<file path="src/design/sl_pkg.sv">
`default_nettype none

package sl_pkg;

  // --------------------------------------------------
  // sizes
  // --------------------------------------------------

  localparam int XLEN                = 32;
  localparam int NUM_TRIGGERS        = 4;
  localparam int TSEL_W              = 2;
  localparam int MEM_BYTES           = 4;
  localparam int OBI_MAX_OUTSTANDING = 4;
  localparam int OUTST_W             = 3;
  // index width of the attribute queue
  localparam int QPTR_W              = $clog2(OBI_MAX_OUTSTANDING);

  // --------------------------------------------------
  // tdata1 layout
  // --------------------------------------------------

  // type 15 with dmode set, i.e. a disabled trigger
  localparam logic [XLEN-1:0] TDATA1_DEFAULT = 32'hF800_0000;

  localparam int TDATA1_LOAD      = 0;
  localparam int TDATA1_STORE     = 1;
  localparam int TDATA1_EXECUTE   = 2;
  localparam int TDATA1_U_MODE    = 3;
  localparam int TDATA1_M_MODE    = 6;
  localparam int TDATA1_MATCH_LSB = 7;
  localparam int TDATA1_MATCH_MSB = 10;
  localparam int TDATA1_TYPE_LSB  = 28;
  localparam int TDATA1_TYPE_MSB  = 31;

  typedef enum logic [3:0] {
    TRIG_MCONTROL  = 4'd2,
    TRIG_MCONTROL6 = 4'd6,
    TRIG_DISABLED  = 4'd15
  } trig_type_e;

  typedef enum logic [3:0] {
    MATCH_EQ = 4'd0,
    MATCH_GE = 4'd2,
    MATCH_LT = 4'd3
  } match_mode_e;

  typedef enum logic [1:0] {
    PRIV_U = 2'd0,
    PRIV_M = 2'd3
  } priv_e;

  // --------------------------------------------------
  // bundles
  // --------------------------------------------------

  // one retired instruction with a single memory access
  typedef struct packed {
    logic                 valid;
    logic [XLEN-1:0]      pc;
    logic [XLEN-1:0]      mem_addr;
    logic [MEM_BYTES-1:0] rmask;
    logic [MEM_BYTES-1:0] wmask;
    priv_e                priv;
  } retire_t;

  typedef struct packed {
    logic              valid;
    logic [TSEL_W-1:0] sel;
    logic [XLEN-1:0]   tdata1;
    logic [XLEN-1:0]   tdata2;
  } tdata_wr_t;

  typedef struct packed {
    logic [XLEN-1:0] tdata1;
    logic [XLEN-1:0] tdata2;
  } trig_cfg_t;

  typedef struct packed {
    logic [NUM_TRIGGERS-1:0] execute;
    logic [NUM_TRIGGERS-1:0] load;
    logic [NUM_TRIGGERS-1:0] store;
    logic                    any_execute;
    logic                    any_load;
    logic                    any_store;
  } trig_match_t;

  typedef struct packed {
    logic req;
    logic gnt;
    logic rvalid;
    logic gntpar;
  } obi_bus_t;

  typedef struct packed {
    logic               addr_ph_cont;
    logic               resp_ph_cont;
    logic [OUTST_W-1:0] v_addr_ph_cnt;
  } obi_status_t;

  typedef struct packed {
    logic is_store;
    logic gntpar_err;
  } obi_attr_t;

endpackage : sl_pkg

`default_nettype wire

</file>
<file path="src/design/sl_obi_attr_tracker.sv">
`timescale 1ns/1ps
`default_nettype none

module sl_obi_attr_tracker (
  input  logic              in_support_if,
  input  logic              arst_n_i,
  input  sl_pkg::obi_bus_t  obi_i,
  input  logic              req_is_store_i,
  output sl_pkg::obi_attr_t resp_attr_o
);

  logic                       gntpar_err;
  logic                       gntpar_err_q;
  logic                       push;
  logic                       pop;
  logic                       full;
  logic [sl_pkg::QPTR_W-1:0]  wr_ptr_q;
  logic [sl_pkg::QPTR_W-1:0]  rd_ptr_q;
  logic [sl_pkg::OUTST_W-1:0] fill_q;
  sl_pkg::obi_attr_t          queue_q [sl_pkg::OBI_MAX_OUTSTANDING];

  // --------------------------------------------------
  // grant parity error
  // --------------------------------------------------

  // gntpar must be the inverse of gnt, an earlier error sticks until granted
  assign gntpar_err = obi_i.req && ((obi_i.gnt == obi_i.gntpar) || gntpar_err_q);

  always_ff @(posedge in_support_if or negedge arst_n_i) begin
    if (!arst_n_i) begin
      gntpar_err_q <= 1'b0;
    end else if (obi_i.req && !obi_i.gnt) begin
      gntpar_err_q <= gntpar_err;
    end else begin
      gntpar_err_q <= 1'b0;
    end
  end

  // --------------------------------------------------
  // in-order attribute queue
  // --------------------------------------------------

  assign full = (int'(fill_q) == sl_pkg::OBI_MAX_OUTSTANDING);
  assign push = obi_i.req && obi_i.gnt;
  assign pop  = obi_i.rvalid && (fill_q != '0);

  always_ff @(posedge in_support_if) begin
    if (push) begin
      queue_q[wr_ptr_q] <= '{is_store: req_is_store_i, gntpar_err: gntpar_err};
    end
  end

  always_ff @(posedge in_support_if or negedge arst_n_i) begin
    if (!arst_n_i) begin
      wr_ptr_q <= '0;
      rd_ptr_q <= '0;
      fill_q   <= '0;
    end else begin
      if (push) begin
        wr_ptr_q <= wr_ptr_q + 1'b1;
      end
      if (pop) begin
        rd_ptr_q <= rd_ptr_q + 1'b1;
      end
      if (push && !pop) begin
        fill_q <= fill_q + 1'b1;
      end else if (pop && !push) begin
        fill_q <= fill_q - 1'b1;
      end
    end
  end

  // head entry belongs to the response seen this cycle
  assign resp_attr_o = pop ? queue_q[rd_ptr_q] : '0;

  // a grant on a full queue is only legal when a response frees a slot
  a_no_push_full: assert property (
    @(posedge in_support_if) disable iff (!arst_n_i)
    (push && full) |-> pop
  ) else $error("attribute queue overflow");

endmodule : sl_obi_attr_tracker

`default_nettype wire

</file>
<file path="src/design/sl_obi_phase_monitor.sv">
`timescale 1ns/1ps
`default_nettype none

module sl_obi_phase_monitor (
  input  logic                in_support_if,
  input  logic                arst_n_i,
  input  sl_pkg::obi_bus_t    obi_i,
  output sl_pkg::obi_status_t status_o
);

  logic                       addr_done;
  logic [sl_pkg::OUTST_W-1:0] cnt_q;
  logic [sl_pkg::OUTST_W-1:0] cnt_d;
  logic                       addr_ph_cont_q;
  logic                       resp_ph_cont_q;

  assign addr_done = obi_i.req && obi_i.gnt;

  // grant and response in one cycle leave the count as is
  always_comb begin
    cnt_d = cnt_q;
    if (addr_done && !obi_i.rvalid) begin
      cnt_d = cnt_q + 1'b1;
    end else if (!addr_done && obi_i.rvalid) begin
      cnt_d = cnt_q - 1'b1;
    end
  end

  always_ff @(posedge in_support_if or negedge arst_n_i) begin
    if (!arst_n_i) begin
      cnt_q          <= '0;
      addr_ph_cont_q <= 1'b0;
      resp_ph_cont_q <= 1'b0;
    end else begin
      cnt_q          <= cnt_d;
      // request still waiting for its grant
      addr_ph_cont_q <= obi_i.req && !obi_i.gnt;
      resp_ph_cont_q <= (cnt_d != '0);
    end
  end

  assign status_o.addr_ph_cont  = addr_ph_cont_q;
  assign status_o.resp_ph_cont  = resp_ph_cont_q;
  assign status_o.v_addr_ph_cnt = cnt_q;

  // --------------------------------------------------
  // assertions
  // --------------------------------------------------

  a_no_orphan_rvalid: assert property (
    @(posedge in_support_if) disable iff (!arst_n_i)
    obi_i.rvalid |-> (cnt_q != '0)
  ) else $error("rvalid with no outstanding request");

  a_cnt_bound: assert property (
    @(posedge in_support_if) disable iff (!arst_n_i)
    int'(cnt_q) <= sl_pkg::OBI_MAX_OUTSTANDING
  ) else $error("outstanding count %0d above limit", cnt_q);

endmodule : sl_obi_phase_monitor

`default_nettype wire

</file>
<file path="src/design/sl_support_top.sv">
`timescale 1ns/1ps
`default_nettype none

module sl_support_top (
  input  logic                in_support_if,
  input  logic                arst_n_i,
  input  sl_pkg::retire_t     retire_i,
  input  sl_pkg::tdata_wr_t   tdata_wr_i,
  input  sl_pkg::obi_bus_t    data_obi_i,
  input  logic                req_is_store_i,
  output sl_pkg::trig_match_t trig_match_o,
  output sl_pkg::obi_status_t data_obi_status_o,
  output sl_pkg::obi_attr_t   resp_attr_o
);

  // --------------------------------------------------
  // debug triggers
  // --------------------------------------------------

  sl_pkg::trig_cfg_t [sl_pkg::NUM_TRIGGERS-1:0] trig_cfg;

  sl_trigger_regs u_trigger_regs (
    .in_support_if (in_support_if),
    .arst_n_i      (arst_n_i),
    .tdata_wr_i    (tdata_wr_i),
    .trig_cfg_o    (trig_cfg)
  );

  sl_trigger_match u_trigger_match (
    .in_support_if (in_support_if),
    .retire_i      (retire_i),
    .trig_cfg_i    (trig_cfg),
    .trig_match_o  (trig_match_o)
  );

  // --------------------------------------------------
  // obi data bus
  // --------------------------------------------------

  // phase tracking
  sl_obi_phase_monitor u_data_phase_monitor (
    .in_support_if (in_support_if),
    .arst_n_i      (arst_n_i),
    .obi_i         (data_obi_i),
    .status_o      (data_obi_status_o)
  );

  // store flag and grant parity error per response
  sl_obi_attr_tracker u_data_attr_tracker (
    .in_support_if  (in_support_if),
    .arst_n_i       (arst_n_i),
    .obi_i          (data_obi_i),
    .req_is_store_i (req_is_store_i),
    .resp_attr_o    (resp_attr_o)
  );

endmodule : sl_support_top

`default_nettype wire

</file>
<file path="src/design/sl_trigger_match.sv">
`timescale 1ns/1ps
`default_nettype none

module sl_trigger_match (
  // only samples the assertions below
  input  logic                                          in_support_if,
  input  sl_pkg::retire_t                               retire_i,
  input  sl_pkg::trig_cfg_t [sl_pkg::NUM_TRIGGERS-1:0] trig_cfg_i,
  output sl_pkg::trig_match_t                           trig_match_o
);

  // address compare for the three supported match modes
  function automatic logic addr_hit(input logic [sl_pkg::XLEN-1:0] addr,
                                    input logic [sl_pkg::XLEN-1:0] tdata2,
                                    input logic [3:0]              mode);
    logic hit;
    case (mode)
      sl_pkg::MATCH_EQ: hit = (addr == tdata2);
      sl_pkg::MATCH_GE: hit = (addr >= tdata2);
      sl_pkg::MATCH_LT: hit = (addr < tdata2);
      default:          hit = 1'b0;
    endcase
    return hit;
  endfunction

  logic [sl_pkg::NUM_TRIGGERS-1:0]                        eligible;
  logic [sl_pkg::NUM_TRIGGERS-1:0]                        exec_hit;
  logic [sl_pkg::NUM_TRIGGERS-1:0]                        load_hit;
  logic [sl_pkg::NUM_TRIGGERS-1:0]                        store_hit;
  logic [sl_pkg::NUM_TRIGGERS-1:0][sl_pkg::MEM_BYTES-1:0] byte_hit;
  logic                                                   any_exec;

  for (genvar t = 0; t < sl_pkg::NUM_TRIGGERS; t++) begin : g_trig
    logic [3:0] ttype;
    logic [3:0] mode;
    logic       priv_en;

    assign ttype = trig_cfg_i[t].tdata1[sl_pkg::TDATA1_TYPE_MSB:sl_pkg::TDATA1_TYPE_LSB];
    assign mode  = trig_cfg_i[t].tdata1[sl_pkg::TDATA1_MATCH_MSB:sl_pkg::TDATA1_MATCH_LSB];

    // privilege enable bit for the mode the instruction retired in
    assign priv_en =
      (retire_i.priv == sl_pkg::PRIV_M && trig_cfg_i[t].tdata1[sl_pkg::TDATA1_M_MODE]) ||
      (retire_i.priv == sl_pkg::PRIV_U && trig_cfg_i[t].tdata1[sl_pkg::TDATA1_U_MODE]);

    assign eligible[t] = retire_i.valid && priv_en &&
                         (ttype == sl_pkg::TRIG_MCONTROL || ttype == sl_pkg::TRIG_MCONTROL6);

    assign exec_hit[t] = eligible[t] && trig_cfg_i[t].tdata1[sl_pkg::TDATA1_EXECUTE] &&
                         addr_hit(retire_i.pc, trig_cfg_i[t].tdata2, mode);

    // every byte of the access is compared on its own
    for (genvar i = 0; i < sl_pkg::MEM_BYTES; i++) begin : g_byte
      logic [sl_pkg::XLEN-1:0] byte_addr;

      assign byte_addr      = retire_i.mem_addr + i;
      assign byte_hit[t][i] = addr_hit(byte_addr, trig_cfg_i[t].tdata2, mode);
    end

    // data triggers are masked whenever any execute trigger fires
    assign load_hit[t] = eligible[t] && !any_exec &&
                         trig_cfg_i[t].tdata1[sl_pkg::TDATA1_LOAD] &&
                         |(retire_i.rmask & byte_hit[t]);

    assign store_hit[t] = eligible[t] && !any_exec &&
                          trig_cfg_i[t].tdata1[sl_pkg::TDATA1_STORE] &&
                          |(retire_i.wmask & byte_hit[t]);
  end

  assign any_exec = |exec_hit;

  assign trig_match_o.execute     = exec_hit;
  assign trig_match_o.load        = load_hit;
  assign trig_match_o.store       = store_hit;
  assign trig_match_o.any_execute = any_exec;
  assign trig_match_o.any_load    = |load_hit;
  assign trig_match_o.any_store   = |store_hit;

  // --------------------------------------------------
  // assertions
  // --------------------------------------------------

  a_any_exec: assert property (
    @(posedge in_support_if)
    trig_match_o.any_execute == |trig_match_o.execute
  ) else $error("any_execute disagrees with execute vector");

endmodule : sl_trigger_match

`default_nettype wire

</file>
<file path="src/design/sl_trigger_regs.sv">
`timescale 1ns/1ps
`default_nettype none

module sl_trigger_regs (
  input  logic                                          in_support_if,
  input  logic                                          arst_n_i,
  input  sl_pkg::tdata_wr_t                             tdata_wr_i,
  output sl_pkg::trig_cfg_t [sl_pkg::NUM_TRIGGERS-1:0] trig_cfg_o
);

  sl_pkg::trig_cfg_t [sl_pkg::NUM_TRIGGERS-1:0] cfg_q;

  // all triggers come out of reset disabled with a zero compare value
  always_ff @(posedge in_support_if or negedge arst_n_i) begin
    if (!arst_n_i) begin
      for (int t = 0; t < sl_pkg::NUM_TRIGGERS; t++) begin
        cfg_q[t].tdata1 <= sl_pkg::TDATA1_DEFAULT;
        cfg_q[t].tdata2 <= '0;
      end
    end else if (tdata_wr_i.valid) begin
      cfg_q[tdata_wr_i.sel].tdata1 <= tdata_wr_i.tdata1;
      cfg_q[tdata_wr_i.sel].tdata2 <= tdata_wr_i.tdata2;
    end
  end

  // new values reach the match logic from the next cycle on
  assign trig_cfg_o = cfg_q;

  // --------------------------------------------------
  // assertions
  // --------------------------------------------------

  // software may only select implemented triggers
  a_sel_in_range: assert property (
    @(posedge in_support_if) disable iff (!arst_n_i)
    tdata_wr_i.valid |-> (int'(tdata_wr_i.sel) < sl_pkg::NUM_TRIGGERS)
  ) else $error("trigger write selects unimplemented trigger %0d", tdata_wr_i.sel);

endmodule : sl_trigger_regs

`default_nettype wire

</file>
<file path="config.mk">
export PLATFORM = sky130hd
export DESIGN_NAME = sl_support_top
export DESIGN_NICKNAME = d
export VERILOG_FILES = /design/src/design/sl_pkg.sv /design/src/design/sl_obi_attr_tracker.sv /design/src/design/sl_obi_phase_monitor.sv /design/src/design/sl_support_top.sv /design/src/design/sl_trigger_match.sv /design/src/design/sl_trigger_regs.sv
export SDC_FILE = /design/constraint.sdc
export NUM_CORES = 1
export LEC_CHECK = 0
export ABC_CLOCK_PERIOD_IN_PS = 9200
export BUFFER_PORTS_ARGS = -buffer_cell sky130_fd_sc_hd__buf_2
export CAP_MARGIN = 20
export CORE_ASPECT_RATIO = 0.6
export CORE_MARGIN = 2
export CORE_UTILIZATION = 50
export DETAILED_ROUTE_END_ITERATION = 6
export PLACE_DENSITY = 0.67
export SYNTH_ARGS = -nofsm -noshare
export SYNTH_HDL_FRONTEND = slang
export SYNTH_HIERARCHICAL = 1
export SYNTH_SLANG_ARGS = --single-unit
</file>
<file path="constraint.sdc">
create_clock -name in_support_if -period 9.2 [get_ports in_support_if]
set_input_delay 1.38 -clock in_support_if [delete_from_list [all_inputs] [get_ports in_support_if]]
set_output_delay 1.38 -clock in_support_if [all_outputs]
set_load 0.05 [all_outputs]
</file>
==> flow_metrics.env, run 1 <==
export IMPL_status="completed"
export IMPL_grt_max_degree=120
export IMPL_nets=3632
export IMPL_syn_inst=2662
export IMPL_gr_total_overflow=0
export IMPL_ctsResizeCount=0
export IMPL_start_util_pct=50.7
export IMPL_arrival_ns=7.41
export IMPL_io_buffers=150
export IMPL_timing_final_crit_share_pct=95.5
export IMPL_hold_depth=1
export IMPL_vias=23300
export IMPL_path_clk_slew_ns=0.08
export IMPL_io_pins=171
export IMPL_post_route_min_period_ns=8.79
export IMPL_wl_mm=102
export IMPL_syn_area_sq_mm=0.0243
export IMPL_cp_cell_sequence="buf_2, and2_1, nand3_1, nor2_1, nand3_1, or3_1, or3_1, xnor2_1, ha_1, nand4_1, nor4_1, nand2_1, a21oi_1, mux2_2, a221oi_1, o211ai_1, and4_1, or4_1, buf_2"
export IMPL_crit_path_end_kind="primary output"
export IMPL_holdPathEnd="u_trigger_regs/trig_cfg_o[7]"
export IMPL_viasPerCell=6.64
export IMPL_antenna_found_initial=12
export IMPL_place_congestion=1.08
export IMPL_slowest_stage="nor4_1"
export IMPL_clockBufferDepth=2
export IMPL_r2r_slack_ns=7.09
export IMPL_setup_viol=0
export IMPL_dr_pass1_iters=6
export IMPL_max_stage_delay_ns=0.55
export IMPL_min_from="u_trigger_regs/trig_cfg_o[7]"
export IMPL_tightest_slew_ns=1.20
export IMPL_setup_tns_ns=0
export IMPL_crit_buf_inv=2
export IMPL_cts_max_level=4
export IMPL_initialDrtViolationCount=3005
export IMPL_cts_buffers=17
export IMPL_cts_tree="yes"
export IMPL_ant_nets=0
export IMPL_drive_above_1_share_pct=14.4
export IMPL_clkSinkCount=197
export IMPL_hold_viol_final=0
export IMPL_r2r_start="u_data_attr_tracker/fill_q[1]"
export IMPL_grt_pass1_wl_mm=145
export IMPL_r2r_end="u_data_attr_tracker/fill_q[2]"
export IMPL_die_area_sq_mm=0.0503
export IMPL_critical_path_class="primary input to primary output"
export IMPL_syn_nets=3455
export IMPL_utilization_pct=55.5
export IMPL_peakVddDrop_mv=0.186
export IMPL_fmax_mhz=114
export IMPL_rsz0062_at_grt="no"
export IMPL_drc=0
export IMPL_slew_headroom_pct=19.4
export IMPL_finClkSkew_ns=0.00447
export IMPL_root_buffer="clkbuf_16"
export IMPL_core_sq_mm=0.0479
export IMPL_rows=62
export IMPL_clkPwrFrac_pct=18.2
export IMPL_ys_warn_count=6
export IMPL_drt_wirelength_per_cell_microns=29.0
export IMPL_p_sw_share_pct=48.3
export IMPL_die_w_microns=288
export IMPL_syn_area_per_cell_sq_um=9.11
export IMPL_holdBufCountCts=0
export IMPL_p_leak_nw=12.7
export IMPL_dp_hpwl_mm=84.3
export IMPL_hp_class="register to register"
export IMPL_internal_power_mw=2.30
export IMPL_cap_violations=0
export IMPL_maxSlewViolCount=0
export IMPL_combPwrFrac_pct=55.4
export IMPL_grt_pass1_vias=21700
export IMPL_die_h_microns=175
export IMPL_clk_latency_ns=0.49
export IMPL_postCtsSetupBuffers=0
export IMPL_worst_r2r_cell_count=7
export IMPL_cp_max_fo=12
export IMPL_startpoint_type="primary input"
export IMPL_critPathRequiredTime_ns=7.82
export IMPL_cp_top_family="simple AND/OR/NAND/NOR gates"
export IMPL_areaGrowthSynthToFinish_pct=9.53
export IMPL_path_depth=19
export IMPL_powerDensity_mw_per_mm2=168
export IMPL_p_sw_mw=2.15
export IMPL_grt_usage_pct=40.0
export IMPL_p_seq_share_pct=26.4
[worst max path at each step]
stage	slack, ns	end	startpoint
2_1_floorplan	0.71	trig_match_o[0]	retire_i[10]
3_3_place_gp	0.62	trig_match_o[0]	retire_i[13]
3_5_place_dp	0.59	trig_match_o[0]	retire_i[13]
4_1_cts	0.60	trig_match_o[0]	retire_i[13]
5_1_grt	0.29	trig_match_o[0]	retire_i[13]
6_report	0.41	trig_match_o[0]	retire_i[13]
[power groups by stage]
| stage | registers (mW) | logic (mW) | clock network [mW] |
|---|---|---|---|
| 6_report | 1.18 | 2.47 | 0.810 |
| 3_5_place_dp | 1.19 | 2.34 | 0 |
| 5_1_grt | 1.20 | 2.67 | 0.856 |
| 4_1_cts | 1.18 | 2.35 | 0.822 |
| 3_3_place_gp | 1.18 | 2.22 | 0 |
| 2_1_floorplan | 1.18 | 1.49 | 0 |
[through the flow]
step / cells / worst slack (ns) / cell area, sq um / total power, mW / hold WS [ns]
after floorplan: 2662 / 0.710 / 24300 / 2.66 / 0.456
after global placement: 3457 / 0.621 / 25900 / 3.40 / 0.468
after detailed placement: 3457 / 0.592 / 25900 / 3.53 / 0.475
after CTS: 3489 / 0.597 / 26500 / 4.35 / 0.493
after global routing: 3500 / 0.291 / 26600 / 4.73 / 0.507
final: 3502 / 0.411 / 26600 / 4.46 / 0.490
[sequential cells by signal (all words and copies together), names as in the netlist]
| signal | cells |
|---|---|
| u_data_phase_monitor/resp_ph_cont_q | 1 |
| u_data_phase_monitor/cnt_q | 3 |
| u_data_attr_tracker/queue_q | 8 |
| u_data_attr_tracker/rd_ptr_q | 2 |
| u_data_attr_tracker/gntpar_err_q | 1 |
| u_trigger_regs/trig_cfg_o | 176 |
| u_data_attr_tracker/fill_q | 3 |
| u_data_phase_monitor/addr_ph_cont_q | 1 |
| u_data_attr_tracker/wr_ptr_q | 2 |
[layer usage]
| metal | wire length [microns] | share of wire [%] | track usage, % | up-vias |
|---|---|---|---|---|
| met3 | 14200 | 14 | 15.1 | 124 |
| li1 | - | - | - | 10400 |
| met5 | 10 | 0.0098 | 0 | - |
| met1 | 48200 | 47 | 61.5 | 11400 |
| met2 | 37200 | 37 | 51.1 | 1313 |
| met4 | 1980 | 2.0 | 9.05 | 2 |
[worst register-to-register path: cells and delay by family (launching register included)]
family / cells / cell delay [ns]
xor+xnor: 2 / 0.30
simple gates: 1 / 0.12
flops: 1 / 0.45
compound gates: 1 / 0.45
buf+inv: 1 / 0.07
fa+ha+maj: 2 / 0.65
[final cells by class]
type / count / area (sq um)
Fill cell: 4306 / 21300
Inverter: 161 / 604
Clock inverter: 14 / 166
Tap cell: 640 / 801
Sequential cell: 197 / 4980
Clock buffer: 18 / 429
Antenna cell: 10 / 25.0
Timing Repair Buffer: 210 / 1220
Multi-Input combinational cell: 2252 / 18300
[layout by cell type, fill, tap and decap left out, drive strengths merged, types with 24 or more instances in the layout]
master	count
ha	643
a21oi	275
nand2	252
buf	208
mux2	180
dfrtp	177
inv	172
nand4	118
nand3	116
nor2	107
o21ai	75
xnor2	65
nor3	40
xor2	36
a21o	33
nor4	30
o211ai	26
a211oi	24
No activity file was read; power rests on OpenSTA's default activity.
==> run 2: changes to the inputs <==
- CTS_BUF_LIST: unset -> sky130_fd_sc_hd__clkbuf_8
==> run 2 against run 1 <==
  * Core utilization is 0.40 points lower
  * Clock power is 23% lower
  * Power is 4.2% lower
  * Worst hold slack better by 0.0078 ns
==> flow_metrics.env, run 2 (synthesis gave the netlist of run 1 again) <==
export IMPL_finClkSkew_ns=0.00542
export IMPL_drive_above_1_share_pct=14.4
export IMPL_initialDrtViolationCount=3023
export IMPL_dp_hpwl_mm=84.3
export IMPL_holdPathEnd="u_trigger_regs/trig_cfg_o[7]"
export IMPL_rows=62
export IMPL_root_buffer="clkbuf_8"
export IMPL_nets=3632
export IMPL_post_route_min_period_ns=8.70
export IMPL_path_clk_slew_ns=0.11
export IMPL_r2r_end="u_data_attr_tracker/fill_q[2]"
export IMPL_core_sq_mm=0.0479
export IMPL_clk_latency_ns=0.56
export IMPL_start_util_pct=50.7
export IMPL_ant_nets=0
export IMPL_die_area_sq_mm=0.0503
export IMPL_cts_tree="yes"
export IMPL_die_w_microns=288
export IMPL_grt_usage_pct=39.9
export IMPL_layout_common_cells="643 x ha_1, 275 x a21oi_1, 252 x nand2_1"
export IMPL_gr_total_overflow=0
export IMPL_setup_tns_ns=0
export IMPL_worst_r2r_cell_count=7
export IMPL_ctsResizeCount=0
export IMPL_r2r_slack_ns=7.08
export IMPL_cap_violations=0
export IMPL_crit_buf_inv=2
export IMPL_cp_top_family="simple AND/OR/NAND/NOR gates"
export IMPL_placed_area_sq_mm=0.0259
export IMPL_p_leak_nw=12.6
export IMPL_grt_max_degree=120
export IMPL_grt_pass1_wl_mm=145
export IMPL_cp_max_fo=12
export IMPL_drt_wirelength_per_cell_microns=29.0
export IMPL_setup_viol=0
export IMPL_largest_reg_flops=176
export IMPL_postCtsSetupBuffers=0
export IMPL_peakVddDrop_mv=0.174
export IMPL_cp_cell_sequence="buf_2, and2_1, nand4_1, or3_1, nor2_1, nand3_1, xnor2_1, ha_1, nand4_1, nor3_1, a221o_1, a211o_1, a31oi_1, mux2i_1, o22ai_1, a221o_1, nor4b_1, or4_1, buf_2"
export IMPL_holdBufCountCts=0
export IMPL_dr_pass1_iters=6
export IMPL_timing_final_crit_share_pct=94.5
export IMPL_arrival_ns=7.32
export IMPL_hp_class="register to register"
export IMPL_cts_max_level=4
export IMPL_wl_mm=101
export IMPL_status="completed"
export IMPL_critical_path_class="primary input to primary output"
export IMPL_antenna_found_initial=12
export IMPL_final_common_cell="ha_1"
export IMPL_finalInstanceArea_sq_mm=0.0264
export IMPL_fmax_mhz=115
export IMPL_max_stage_delay_ns=0.54
export IMPL_critPathRequiredTime_ns=7.82
export IMPL_viasPerCell=6.62
export IMPL_cts_buffers=17
export IMPL_nFillCells=4334
export IMPL_slew_headroom_pct=15.9
export IMPL_tightest_slew_ns=1.25
export IMPL_fin_cells=3502
export IMPL_grt_pass1_vias=21700
export IMPL_min_from="u_trigger_regs/trig_cfg_o[7]"
export IMPL_drc=0
export IMPL_r2r_start="u_data_attr_tracker/fill_q[1]"
export IMPL_slowest_stage="or3_1"
export IMPL_startpoint_type="primary input"
export IMPL_io_pins=171
export IMPL_powerDensity_mw_per_mm2=162
export IMPL_place_congestion=1.08
export IMPL_io_buffers=150
export IMPL_die_h_microns=175
export IMPL_hold_depth=1
export IMPL_crit_path_end_kind="primary output"
export IMPL_vias=23200
export IMPL_maxSlewViolCount=0
export IMPL_rsz0062_at_grt="no"
export IMPL_placed_cells=3457
export IMPL_hold_viol_final=0
export IMPL_clockBufferDepth=2
export IMPL_areaGrowthSynthToFinish_pct=8.74
export IMPL_clkSinkCount=197
[run 2: changes by cell type in the layout (fill, tap and decap cells not counted)]
cell	before	now
clkbuf_8	1	18
clkbuf_1	1	0
clkbuf_16	17	0
inv_1	161	162
[run 2: worst max-delay path by stage]
stage | from | to | slack [ns] | cells past startpoint
after floorplan | retire_i[10] | trig_match_o[0] | 0.71 | 18
after global placement | retire_i[13] | trig_match_o[0] | 0.62 | 19
after detailed placement | retire_i[13] | trig_match_o[0] | 0.59 | 19
after CTS | retire_i[13] | trig_match_o[0] | 0.60 | 19
after global routing | retire_i[13] | trig_match_o[0] | 0.29 | 19
final | retire_i[13] | trig_match_o[0] | 0.50 | 19
[run 2: stage by stage]
step	worst slack (ns)	hold slack (ns)	util [%]	total power [mW]
final	0.504	0.498	55.1	4.27
after global routing	0.291	0.516	55.1	4.54
after CTS	0.597	0.501	55.0	4.16
after detailed placement	0.592	0.475	54.2	3.53
after global placement	0.621	0.468	54.2	3.40
after floorplan	0.710	0.456	-	2.66
[run 2: final cells by class]
class                   count  area [sq um]  area share (%)
diodes                     10          25.0          0.0949
clock buffers              17           234           0.887
clock inverters            15           170           0.645
inverters                 161           604            2.29
multi-input cells        2252         18300            69.5
flip-flops and latches    197          4980            18.9
well taps                 640           801            3.04
repair buffers            210          1220            4.64
[run 2: power breakdown]
part           leakage [nW]  internal [mW]  switching (mW)  total (mW)
combinational          10.1          0.877            1.59        2.47
clock                 0.210          0.211           0.414       0.625
sequential             2.29           1.05           0.124        1.18
[run 2: per-layer routing]
| metal | global-route usage (%) | share of wire (%) | vias up |
|---|---|---|---|
| li1 | - | - | 10400 |
| met1 | 61.3 | 47 | 11300 |
| met2 | 50.9 | 36 | 1315 |
| met3 | 15.6 | 14 | 126 |
| met4 | 8.92 | 2.0 | 2 |
| met5 | 0 | 0.013 | - |
[run 2: worst register-to-register path: stages, from the launching register on]
cell and delay, ns:
dfrtp_1 0.46, o31ai_4 0.46, ha_1 0.27, inv_1 0.07, fa_1 0.38, xor2_1 0.15
nor2_1 0.12, xor2_1 0.15
